### src/rtl/wrot_config.svh
`ifndef WROT_CONFIG_SVH
`define WROT_CONFIG_SVH

// Datapath sizes
`define WROT_WORD_W  8              // One weight word
`define WROT_COLS    8              // Processing columns, words per output row
`define WROT_S_W     32             // Input beat, half an output row
`define WROT_M_W     64             // Output row

// Weight bank
`define WROT_DEPTH   64             // Rows per bank
`define WROT_LAT     2              // Read latency in cycles

// Header field widths
`define WROT_KW2_W   2
`define WROT_CIN_W   4
`define WROT_COLS_W  4
`define WROT_BLK_W   3
`define WROT_ADDR_W  6

`endif

### src/rtl/wrot_pkg.sv
`include "wrot_config.svh"

package wrot_pkg;

  localparam int HDR_W = `WROT_KW2_W + `WROT_CIN_W + `WROT_COLS_W + `WROT_BLK_W + `WROT_ADDR_W;
  localparam int BEAT_WORDS = `WROT_S_W / `WROT_WORD_W;

  // Configuration header, low bits hold kw2
  typedef struct packed {
    logic [`WROT_S_W-HDR_W-1:0] pad;       // Zero fill up to beat width
    logic [`WROT_ADDR_W-1:0]    rows_1;    // Stored rows minus one
    logic [`WROT_BLK_W-1:0]     blocks_1;  // Row blocks minus one
    logic [`WROT_COLS_W-1:0]    cols_1;    // Image columns minus one
    logic [`WROT_CIN_W-1:0]     cin_1;     // Channels minus one
    logic [`WROT_KW2_W-1:0]     kw2;       // Kernel width is 2*kw2+1
  } wrot_hdr_t;

  // One input beat, either the header or four weight words
  typedef union packed {
    wrot_hdr_t                                   hdr;
    logic [BEAT_WORDS-1:0][`WROT_WORD_W-1:0]     w;
  } wrot_beat_u;

  typedef enum logic [2:0] {
    W_IDLE,
    W_GET_HDR,
    W_WRITE,
    W_FLUSH,
    W_SWITCH
  } wrot_wstate_e;

  typedef enum logic [1:0] {
    R_IDLE,
    R_PASS_CFG,
    R_READ,
    R_SWITCH
  } wrot_rstate_e;

endpackage

### src/rtl/beat_packer.sv
`timescale 1ns/1ps
`include "wrot_config.svh"

module beat_packer (
  input  logic                  aclk,
  input  logic                  aresetn,
  // Narrow weight beats
  input  logic                  i_valid,
  output logic                  o_ready,
  input  wrot_pkg::wrot_beat_u  i_data,
  input  logic                  i_last,
  // Wide rows
  output logic                  o_valid,
  input  logic                  i_ready,
  output logic [`WROT_M_W-1:0]  o_row,
  output logic                  o_last
);

  logic                 have_low;   // Low half already captured
  logic [`WROT_S_W-1:0] low_q;
  logic                 row_vld;
  logic [`WROT_M_W-1:0] row_q;
  logic                 row_last_q;
  logic                 in_fire;
  logic                 out_fire;

  assign in_fire  = i_valid && o_ready;
  assign out_fire = row_vld && i_ready;

  // Room for a beat unless a full row is stuck
  assign o_ready = !row_vld || i_ready;

  always_ff @(posedge aclk) begin
    if (!aresetn) begin
      have_low <= 1'b0;
      row_vld  <= 1'b0;
    end else begin
      if (in_fire)
        have_low <= !have_low;
      if (in_fire && have_low)
        row_vld <= 1'b1;
      else if (out_fire)
        row_vld <= 1'b0;
    end
  end

  always_ff @(posedge aclk) begin
    if (in_fire && !have_low)
      low_q <= i_data.w;
    if (in_fire && have_low) begin
      row_q      <= {i_data.w, low_q};  // First beat lands in the low half
      row_last_q <= i_last;
    end
  end

  assign o_valid = row_vld;
  assign o_row   = row_q;
  assign o_last  = row_last_q;

endmodule

### config.mk
export PLATFORM = sky130hd
export DESIGN_NAME = beat_packer
export DESIGN_NICKNAME = d
export VERILOG_FILES = /design/src/rtl/wrot_pkg.sv /design/src/rtl/beat_packer.sv
export VERILOG_INCLUDE_DIRS = /design/src /design/src/rtl
export SDC_FILE = /design/constraint.sdc
export NUM_CORES = 1
export LEC_CHECK = 0
export BUFFER_PORTS_ARGS = -buffer_cell sky130_fd_sc_hd__buf_2
export CAP_MARGIN = 20
export CORE_AREA = 2 2 80 82
export CTS_CLUSTER_SIZE = 24
export DETAILED_ROUTE_END_ITERATION = 16
export DIE_AREA = 0 0 82 84
export PLACE_DENSITY = 0.81
export SYNTH_ARGS = -nofsm -noshare
export SYNTH_HDL_FRONTEND = slang
export SYNTH_SLANG_ARGS = --single-unit
### constraint.sdc
create_clock -name aclk -period 4.1 [get_ports aclk]
set_clock_uncertainty 0.05 [all_clocks]
set_input_delay 0.615 -clock aclk [delete_from_list [all_inputs] [get_ports aclk]]
set_output_delay 0.615 -clock aclk [all_outputs]
set_load 0.02 [all_outputs]
=== Word-level counts from Yosys, hierarchy flattened ===
Index checks and enable logic that the tools add are counted.

* Multiplexer cells: 2
* Reduce and logical (&&, ||, !) cells: 8

{| class="wikitable"
|+ Operator list
! kind !! count
|-
| logical AND 1 bit || 4
|-
| logical NOT 1 bit || 2
|-
| 2-to-1 mux 1 bit || 2
|-
| nonzero test 2 bit || 1
|-
| logical OR 1 bit || 1
|}

* Register bits: 99
* Input port bits: 37
* Output and inout port bits: 67
* Word-level logic and storage cells: 15

=== Depth between registers and ports, before layout ===
Gate-level depths: netlist of run 1.

* Depth after elaboration: 5
* Mapped depth: 3
* Depth with buffers taken out: 3

=== Least setup slack after synthesis of run 1 ===
No wires, ideal clock.

* Kind: input to register
* Start point: input port i_ready
* End point: register row_last_q, in the netlist o_last, enable pin
* Setup time: 0.430 ns
* Arrival: 2.372 ns
* Data required time: 3.620 ns
* Slack: 1.248 ns
* Stages on the path: 2
* Buffers on the path: 0
* Cells stage by stage: nand2b_4 > and3_1

* Longest elaborated chain between the ends: 3

{| class="wikitable"
|+ RTL lines
! item !! RTL line !! source
|-
| start: declaration || beat_packer.sv:14 || <nowiki>input logic i_ready,</nowiki>
|-
| logical OR 1 bit || beat_packer.sv:31 || <nowiki>assign o_ready = !row_vld || i_ready;</nowiki>
|-
| logical AND 1 bit || beat_packer.sv:27 || <nowiki>assign in_fire = i_valid && o_ready;</nowiki>
|-
| logical AND 1 bit || beat_packer.sv:50 || <nowiki>if (in_fire && have_low) begin</nowiki>
|-
| end signal: assignment || beat_packer.sv:52 || <nowiki>row_last_q <= i_last;</nowiki>
|-
| end: declaration || beat_packer.sv:23 || <nowiki>logic row_last_q;</nowiki>
|}

Every way passes these cells.
A chain may end at the register's enable or synchronous reset.

=== Worst setup path in the final report of run 1 ===
* Start point: input port i_ready
* End point: register row_q[16], in the netlist o_row[16], enable pin

* Longest elaborated chain between the ends: 3

{| class="wikitable"
|+ RTL lines
! item !! RTL line !! source
|-
| logical OR 1 bit || beat_packer.sv:31 ||
|-
| logical AND 1 bit || beat_packer.sv:27 ||
|-
| logical AND 1 bit || beat_packer.sv:50 ||
|-
| end signal: assignment || beat_packer.sv:51 || <nowiki>row_q <= {i_data.w, low_q};</nowiki>
|-
| end: declaration || beat_packer.sv:22 || <nowiki>logic [`WROT_M_W-1:0] row_q;</nowiki>
|}

Every way passes these cells.

==> results of run 1 <==
metal layers:
metal | up-vias | track usage | part of all wire
li1 | 660 | - | -
met3 | 11 | 0.0530 | 0.11
met5 | - | 0 | 0
met4 | 0 | 0.0818 | 0.023
met2 | 77 | 0.211 | 0.48
met1 | 678 | 0.171 | 0.39
through the flow:
| step | cell area, um^2 | worst slack, ps |
|---|---|---|
| floorplan | 3020 | 1250 |
| global placement | 3640 | 2050 |
| detailed placement | 3640 | 2020 |
| CTS | 3840 | 2390 |
| global route | 3840 | 2270 |
| finish | 3840 | 2400 |
synthesized netlist by cell type:
library cell  number  share of area
edfxtp_1          97           0.97
dfxtp_1            2          0.013
nand2_1            2         0.0025
a21boi_0           1         0.0025
and3_1             1         0.0021
mux2i_1            1         0.0033
nand2_2            1         0.0021
nand2b_4           1         0.0046
nor2_1             1         0.0012
or2b_1             1         0.0025
sequential cells by signal (all words and copies together) (netlist names):
signal and count:
o_valid 1, o_last 1, have_low 1, low_q 32
o_row 64
final cells by class:
cell class	count	area [um^2]
fill	430	2260
antenna	1	2.50
clock inverter	6	65.1
timing repair buffer	104	523
clock buffer	10	128
multi-input combinational	9	71.3
sequential	99	2950
tap	77	96.3
cell families after synthesis:
family / synth area share
DFF: 0.979
muxes: 0.00332
AOI/OAI and AO/OA: 0.00249
and+or+nand+nor: 0.0149
power by group through the flow:
stage	logic [W]	clock network (W)	registers, W
2_1_floorplan	0.0000234	0	0.00125
6_report	0.000114	0.000584	0.00119
4_1_cts	0.000116	0.000599	0.00119
3_3_place_gp	0.000113	0	0.00121
3_5_place_dp	0.000116	0	0.00122
5_1_grt	0.000124	0.000635	0.00120
final timing paths:
check | from | to | slack (ps) | cells after the start
setup / recovery | i_ready | o_row[16] | 2400 | 4
hold / removal | low_q[6] | o_row[6] | 370 | 0
setup reg to reg | have_low | o_row[16] | 2400 | 2
hold reg to reg | low_q[6] | o_row[6] | 370 | 0
worst register-to-register path: cells and delay by family, from the launching register on:
kind | cells | cell delay [ps]
buffers and inverters | 1 | 610
flip-flops | 1 | 430
AND/OR/NAND/NOR | 1 | 210
==> results.md, run 1 <==
* Status: finished, final reports clean
* Root buffer cell: clkbuf_8
* Setup TNS at 0 ps
* Synth cell types at 10
* Chip height at 84 um
* # IOs at roughly 100
* WP data required at 4030 ps
* Worst Path Arrival at 1630 ps
* Most common cell after layout, fill and taps aside: buf_2
* Routed len/inst at around 15 um
* Total track usage at 0.140
* CP max FO at 65
* Worst rel slew slack at 0.415
* Post-CTS resize count at 0
* Max H-tree Level at 3
* DRT antenna net count at 0
* Slew Limit Fails at 0
* Clock latency on the worst-skew pair at 340 ps
* IO Port Bufs at 103
* RSZ-0062 raised after global routing: false
* Part of the cycle the worst path needs at 0.415
* Die span in x at 82 um
* Kind of cell adding the most delay to the critical path: buffers and inverters
* Net Sw Frac at 0.209
* Avg Inst Size Synth at about 28 um^2
* Cts hold-fix bufs at 0
* Final min period at about 1700 ps
* Layout cells sized above 1 at 0.539
* Worst Max-Slew Pin Slew at 875 ps
* Initial antenna violation count at 0
* Area Growth Syn to Fin at 27.3%
* Worst VDD drop at 269 uV
* GRT overflow at 0
* Reg power frac at 0.631
* YS warnings at 0
* Worst path slowest cell: buf_4
* # Post-CTS Setup Buffers at 0
* Internal power at 0.00149 W
* Worst path cell trace: buf_2 > nand2b_4 > and3_2 > buf_4
* Vias at approximately 1400
* Crit. End Element: flop
* Nets@finish at 260
* Max Cap Violations at 0
* Commonest cells after routing, fill and taps aside: 103 x buf_2, 97 x edfxtp_1, 9 x clkbuf_8
* Setup violations, final at 0
* Dpl cells at 289
* Combinational share of power at 0.060
* Die area at 6890 um^2
* Total Routed Length at 4.62 mm
* Post-synthesis net count at around 150
* Clk pin slew, worst setup/hold paths at 90 ps
* Drt pass-1 iters at 4
* Starting Density at 0.495
* CTS sink count at 99
* Via density per instance at 4.66
* Synth Cell Area at 3020 um^2
* FP Rows at 29
* Final hold vios at 0
* Switching power at 0.000395 W
* GP Congestion at 0.711
* DRC at 0
* Buffers & Inverters on Critical Path at 2
* Largest net degree at the start of global routing at 66
* Clk pwr share at 0.309
* P per Cell Area at 492 nW/um^2
* CP max stage delay at slightly above 600 ps
* CTS Buffer Depth at 2
* Vias in the first global route at 1393
* Type of the worst min-delay path: flop to flop
* CTS tree: done
* Post-route non-filler standard cell count at 306
* CTS Buf Count at 9
* Peak Freq at 0.588 GHz
* Startpoint types: input pin
* Synthesized flop and latch total at 99
* Kind of critical path: input pin to flop
* Hold slack at 367 ps
* Final core occ at 0.630
* Number of DRC markers in iteration 0 at 84
* Global-route wire length before repair at 6.78 mm
* Sequential fraction of the synthesis area at 0.979
* Leak at 1.46 nW
* Core Box Area at slightly above 6000 um^2
* Final Total Pwr at between 0.0015 and 0.002 W
* HPWL after DPL at 3.16 mm
* Cells after synthesis at 108
Power figures use the tool's default switching activity.
==> run 2, diff against run 1 <==
CORE_AREA = 2 2 86 88   (was 2 2 80 82)
DIE_AREA = 0 0 88 90   (was 0 0 82 84)
PLACE_DENSITY = 0.74   (was 0.81)
clock period = 1.5 ns   (was 4.1 ns; I/O delays follow)
==> results.md, run 2 (synthesized netlist as in run 1, its figures left out) <==
* Die area at 7920 um^2 (was 6890 um^2)
* Startpoint types: flop (was input pin)
* FP Rows at 31 (was 29)
* Ant diodes at 0 (was 1)
* Total track usage at 0.135 (was 0.140)
* Die span in x at 88 um (was 82 um)
* Worst rel slew slack at 0.860 (was 0.415)
* Most used routing layer: met2 (unchanged)
* Status: finished, final reports clean (unchanged)
* Root buffer cell: clkbuf_8 (unchanged)
* Max H-tree Level at 3 (unchanged)
* Initial antenna violation count at 0 (unchanged)
* Final min period at 1350 ps
* Max Cap Violations at 0 (unchanged)
* Clk pin slew, worst setup/hold paths at 90 ps (about the same)
* Met2 Usage GRT at 0.213 (was 0.211)
* RSZ-0062 raised after global routing: false (unchanged)
* Worst path cell trace: and3_4 > buf_12 (was buf_2 > nand2b_4 > and3_2 > buf_4)
* Vias in the first global route at 1520 (was 1393)
* Drt pass-1 iters at 4 (unchanged)
* Part of the cycle the worst path needs at 0.901
* Starting Density at 0.430 (was 0.495)
* Post-route non-filler standard cell count at 339 (was 306)
* Worst path slowest cell: dfxtp_1 (was buf_4)
* Total Routed Length at 5.07 mm (was 4.62 mm)
* WP data required at 1500 ps (was 4030 ps)
* GP Congestion at 0.720 (was 0.711)
* Slew Limit Fails at 0 (unchanged)
* DRC at 0 (unchanged)
* CP max stage delay at 440 ps (was 610 ps)
* Leak at 1.52 nW (was 1.46 nW)
* Core Box Area at 7020 um^2 (was 6100 um^2)
* Setup TNS at 0 ps (unchanged)
* # Post-CTS Setup Buffers at 0 (unchanged)
* CTS tree: done (unchanged)
* Dpl cells at 315 (was 289)
* Nets@finish at 273 (was 260)
* CTS sink count at 99 (unchanged)
* Largest net degree at the start of global routing at 25 (was 66)
* Post-placement cell area at 3760 um^2 (was 3640 um^2)
* CP max FO at 24 (was 65)
* Hold slack at 19.0 ps (was 367 ps)
* P per Cell Area at 1300 nW/um^2 (was 492 nW/um^2)
* Via density per instance at 4.29 (was 4.66)
* Design Area, Final at 4040 um^2 (was 3840 um^2)
* Commonest cells after routing, fill and taps aside: 103 x buf_2, 97 x edfxtp_1, 9 x clkbuf_8, 9 x dlygate4sd3_1, 4 x buf_12 (was 103 x buf_2, 97 x edfxtp_1, 9 x clkbuf_8)
* Most common cell after layout, fill and taps aside: buf_2 (unchanged)
* Vias at 1456 (was 1426)
* Crit. End Element: flop (unchanged)
* Layout cells sized above 1 at 0.533 (was 0.539)
* CTS Buffer Depth at 2 (unchanged)
* Global-route wire length before repair at 7.65 mm (was 6.78 mm)
* HPWL after DPL at 3.57 mm (was 3.16 mm)
* CTS Buf Count at 9 (unchanged)
* Chip height at 90 um (was 84 um)
* DRT antenna net count at 0 (unchanged)
* Met1 usage at 0.161 (was 0.171)
* IO Port Bufs at 103 (unchanged)
* GRT overflow at 0 (unchanged)
* Largest register FFs at 64 (unchanged)
* Kind of critical path: flop to flop (was input pin to flop)
* # IOs at 104 (unchanged)
* Worst VDD drop at 821 uV (was 269 uV)
* Worst Max-Slew Pin Slew at 210 ps (was 875 ps)
* Number of DRC markers in iteration 0 at 98 (was 84)
* Type of the worst min-delay path: input pin to flop (was flop to flop)
* Area Growth Syn to Fin at 33.9% (was 27.3%)
* Worst Path Arrival at 1350 ps (was 1630 ps)
* Final hold vios at 0 (unchanged)
* Clock latency on the worst-skew pair at 340 ps (about the same)
* Setup violations, final at 0 (unchanged)
* Routed len/inst at 15.0 um (was 15.1 um)
* Filler cell count at 525 (was 430)
* GR Util met3 at 0.0579 (was 0.0530)
* Peak Freq at 0.740 GHz
-- run 2: layer usage --
metal | share of wire | up-vias
met5 | 0 | -
met4 | 0.0095 | 0
met3 | 0.081 | 4
met2 | 0.52 | 61
met1 | 0.39 | 701
li1 | - | 690
-- run 2: area by class of cell --
type                    count  area [um^2]  share of cell area
well taps                  99          124              0.0307
clock buffers               9          124              0.0307
clock inverters             6         66.3              0.0164
flip-flops and latches     99         2960               0.732
repair buffers            117          693               0.172
multi-input cells           9         75.1              0.0186
-- run 2: worst max-delay path, delay by kind of cell, from the launching register on --
family                 cells  cell delay [ps]
DFF                        1              440
and+or+nand+nor            1              360
buffers and inverters      1              210
-- run 2: repair_timing --
action	4_1_cts	5_1_grt
resized for setup	0	0
hold endpoints to repair	4	11
hold buffers	3	6
-- run 2: path summary, 6_finish.rpt --
path	depth (start not counted)	from	slack, ps	endpoint
hold / removal	1	i_data[16]	20	o_row[48]
setup reg to reg	2	have_low	150	o_row[52]
setup / recovery	2	have_low	150	o_row[52]
hold reg to reg	0	low_q[24]	370	o_row[24]
-- run 2: per-stage QoR --
step / power, W / util / worst slack [ps]
after floorplan: 0.00348 / - / -22.8
after global placement: 0.00366 / 0.535 / 182
after detailed placement: 0.00368 / 0.535 / 145
after CTS: 0.00529 / 0.567 / 128
after global routing: 0.00544 / 0.575 / 83.9
final: 0.00525 / 0.575 / 148
-- run 2: power breakdown --
part	internal [W]	leakage (nW)	switching (W)
registers	0.00321	0.920	0.0000397
logic	0.000139	0.515	0.000232
clock network	0.000764	0.0877	0.000858
==> run 3, diff against run 2 <==
ABC_AREA = 1   (was not set)
MAX_ROUTING_LAYER = met4   (was not set)
PLACE_DENSITY = 0.79   (was 0.74)
==> results.md, run 3 <==
* Setup violations, final at 0 (unchanged)
* Top_reg_cell synth: edfxtp_1 (unchanged)
* YS warnings at 0 (unchanged)
* CTS Buffer Depth at 2 (unchanged)
* Post-synth EDFFs at 97 (unchanged)
* Startpoint types: flop (unchanged)
* Part of the cycle the worst path needs at 0.893 (was 0.901)
* Final hold vios at 0 (unchanged)
* CP max FO at 46 (was 24)
* Routed len/inst at 13.4 um (was 15.0 um)
* Layout cells sized above 1 at 0.529 (was 0.533)
* Starting Density at 0.430 (about the same)
* Root buffer cell: clkbuf_8 (unchanged)
* Cell with the most instances after synthesis: edfxtp_1 (unchanged)
* Vias at 1449 (was 1456)
* Commonest cells after routing, fill and taps aside: 103 x buf_2, 97 x edfxtp_1, 9 x clkbuf_8 (was 103 x buf_2, 97 x edfxtp_1, 9 x clkbuf_8, 9 x dlygate4sd3_1, 4 x buf_12)
* Avg Inst Size Synth at 26.7 um^2 (was 27.9 um^2)
* Area occupied by multi-input gates at 73.8 um^2 (was 75.1 um^2)
* XOR/XNOR Fraction of Synth Area at 0 (unchanged)
* Hold path depth at 1 (unchanged)
* Area Growth Syn to Fin at 33.5% (was 33.9%)
* Die area at 7920 um^2 (unchanged)
* Total Routed Length at 4.61 mm (was 5.07 mm)
* # Post-CTS Setup Buffers at 0 (unchanged)
* Worst Max-Slew Pin Slew at 271 ps (was 210 ps)
* Reg2Reg Depth at 3 (was 2)
* Async S/R FF share, synth at 0 (unchanged)
* Buffers & Inverters on Critical Path at 2 (was 1)
* Max Cap Violations at 0 (unchanged)
* DRT antenna net count at 0 (unchanged)
* Filler cell count at 553 (was 525)
* CTS sink count at 99 (unchanged)
* Setup TNS at 0 ps (unchanged)
* Synth Area in Adders at 0 (unchanged)
* Post-route non-filler standard cell count at 343 (was 339)
* WP data required at 1480 ps (was 1500 ps)
* Via density per instance at 4.22 (was 4.29)
* GRT overflow at 0 (unchanged)
* Clock latency on the worst-skew pair at 340 ps (about the same)
* Drt pass-1 iters at 4 (unchanged)
* Reg area at 2960 um^2 (unchanged)
* Compound-Gate Fraction of Synth Area at 0.00332 (was 0.00249)
* Nets@finish at 274 (was 273)
* CTS Buf Count at 9 (unchanged)
* Largest net degree at the start of global routing at 47 (was 25)
* Synth cell types at 10 (unchanged)
* Synth Cell Area at 3020 um^2 (about the same)
* Final core occ at 0.574 (was 0.575)
* FP Rows at 31 (unchanged)
* Clk pin slew, worst setup/hold paths at 90 ps (about the same)
* Worst VDD drop at 591 uV (was 821 uV)
* Synthesized flop and latch total at 99 (unchanged)
* Status: finished, final reports clean (unchanged)
* GP Congestion at 0.691 (was 0.720)
* Die span in x at 88 um (unchanged)
* Kind of critical path: flop to flop (unchanged)
* Largest cells by area after synthesis: edfxtp_1 97%, dfxtp_1 1.3%, inv_1 0.50% (was edfxtp_1 97%, dfxtp_1 1.3%, nand2b_4 0.46%)
* P per Cell Area at 1290 nW/um^2 (was 1300 nW/um^2)
* Cells after synthesis at 113 (was 108)
* Cell accounting for the most synthesized area: edfxtp_1 (unchanged)
* Sequential fraction of the synthesis area at 0.979 (about the same)
* Largest register FFs at 64 (unchanged)
* Global-route wire length before repair at 6.64 mm (was 7.65 mm)
* CP max stage delay at 480 ps (was 440 ps)
* Crit. End Element: flop (unchanged)
* Initial antenna violation count at 2 (was 0)
* Most common cell after layout, fill and taps aside: buf_2 (unchanged)
* Worst rel slew slack at 0.819 (was 0.860)
* Vias in the first global route at 1371 (was 1520)
* Core Box Area at 7020 um^2 (unchanged)
* Synth Area in Simple Gates at 0.0116 (was 0.0149)
* WP depth at 3 (was 2)
* IO Port Bufs at 103 (unchanged)
* Total track usage at 0.119 (was 0.135)
* Post-synthesis mux area share at 0 (was 0.00332)
* CTS tree: done (unchanged)
* Type of the worst min-delay path: input pin to flop (unchanged)
* Peak Freq at 0.746 GHz (was 0.740 GHz)
* Post-synthesis net count at 150 (was 145)
* Design Area, Final at 4030 um^2 (was 4040 um^2)
* Max H-tree Level at 3 (unchanged)
* Top-area cell type share of the netlist area at 0.966 (about the same)
* Worst path slowest cell: dfxtp_1 (unchanged)
* Worst path cell trace: nand3_4 > clkinvlp_4 > buf_12 (was and3_4 > buf_12)
* Dpl cells at 318 (was 315)
* Chip height at 90 um (unchanged)
* Top cells by count, synth: 97 x edfxtp_1, 4 x inv_1, 3 x nand2_1 (was 97 x edfxtp_1, 2 x dfxtp_1, 2 x nand2_1)
* Final min period at 1340 ps (was 1350 ps)
* Number of DRC markers in iteration 0 at 63 (was 98)
* Dominant combinational cell family by area after synthesis: simple AND/OR/NAND/NOR gates (unchanged)
* Worst Path Arrival at 1320 ps (was 1350 ps)
* Post-placement cell area at 3750 um^2 (was 3760 um^2)
* Leak at 1.52 nW (about the same)
* DRC at 0 (unchanged)
* Kind of cell adding the most delay to the critical path: flip-flops (unchanged)
* RSZ-0062 raised after global routing: false (unchanged)
* Slew Limit Fails at 0 (unchanged)
* # IOs at 104 (unchanged)
==> run 3: power breakdown <==
group / switching [W] / internal (W)
Clock: 0.000855 / 0.000782
Sequential: 0.0000348 / 0.00320
Combinational: 0.000214 / 0.000118
Total: 0.00110 / 0.00410
==> run 3: cell type report <==
class | count | share of cell area
inverter | 5 | 0.00559
antenna | 2 | 0.00124
sequential | 99 | 0.734
clock buffer | 9 | 0.0308
clock inverter | 7 | 0.0186
timing repair buffer | 113 | 0.160
tap | 99 | 0.0308
multi-input combinational | 9 | 0.0183
==> run 3: path summary, 6_finish.rpt <==
kind / start / to / slack (ps)
worst min-delay path: i_data[22] / low_q[22] / 20
worst max register to register: have_low / o_row[59] / 160
worst min register to register: low_q[21] / o_row[21] / 370
worst max-delay path: have_low / o_row[59] / 160
==> run 3: through the flow <==
step           hold slack (ps)  power [W]  worst slack (ps)
4_1_cts                  0.410    0.00527               137
3_3_place_gp               351    0.00361               192
3_5_place_dp               355    0.00362               151
5_1_grt                  0.541    0.00541              80.6
2_1_floorplan              272    0.00345              -420
6_report                  24.0    0.00520               160
==> run 3: what timing repair did <==
item                                    4_1_cts  5_1_grt
gates resized for setup                       0        0
hold buffers                                  1        6
endpoints found under the setup margin        0        0
endpoints found under the hold margin         1       11
==> run 3: metal layers <==
metal | routed length (um) | GRT usage | vias to the layer above
li1 | - | - | 692
met1 | 1910 | 0.138 | 679
met2 | 2280 | 0.181 | 74
met3 | 395 | 0.0496 | 4
met4 | 25 | 0.0500 | 0
met5 | 0 | - | -
==> run 3: kinds of logic after synthesis <==
family / Yosys count
DFF: 99
buffers and inverters: 5
AOI/OAI and AO/OA: 2
and+or+nand+nor: 7
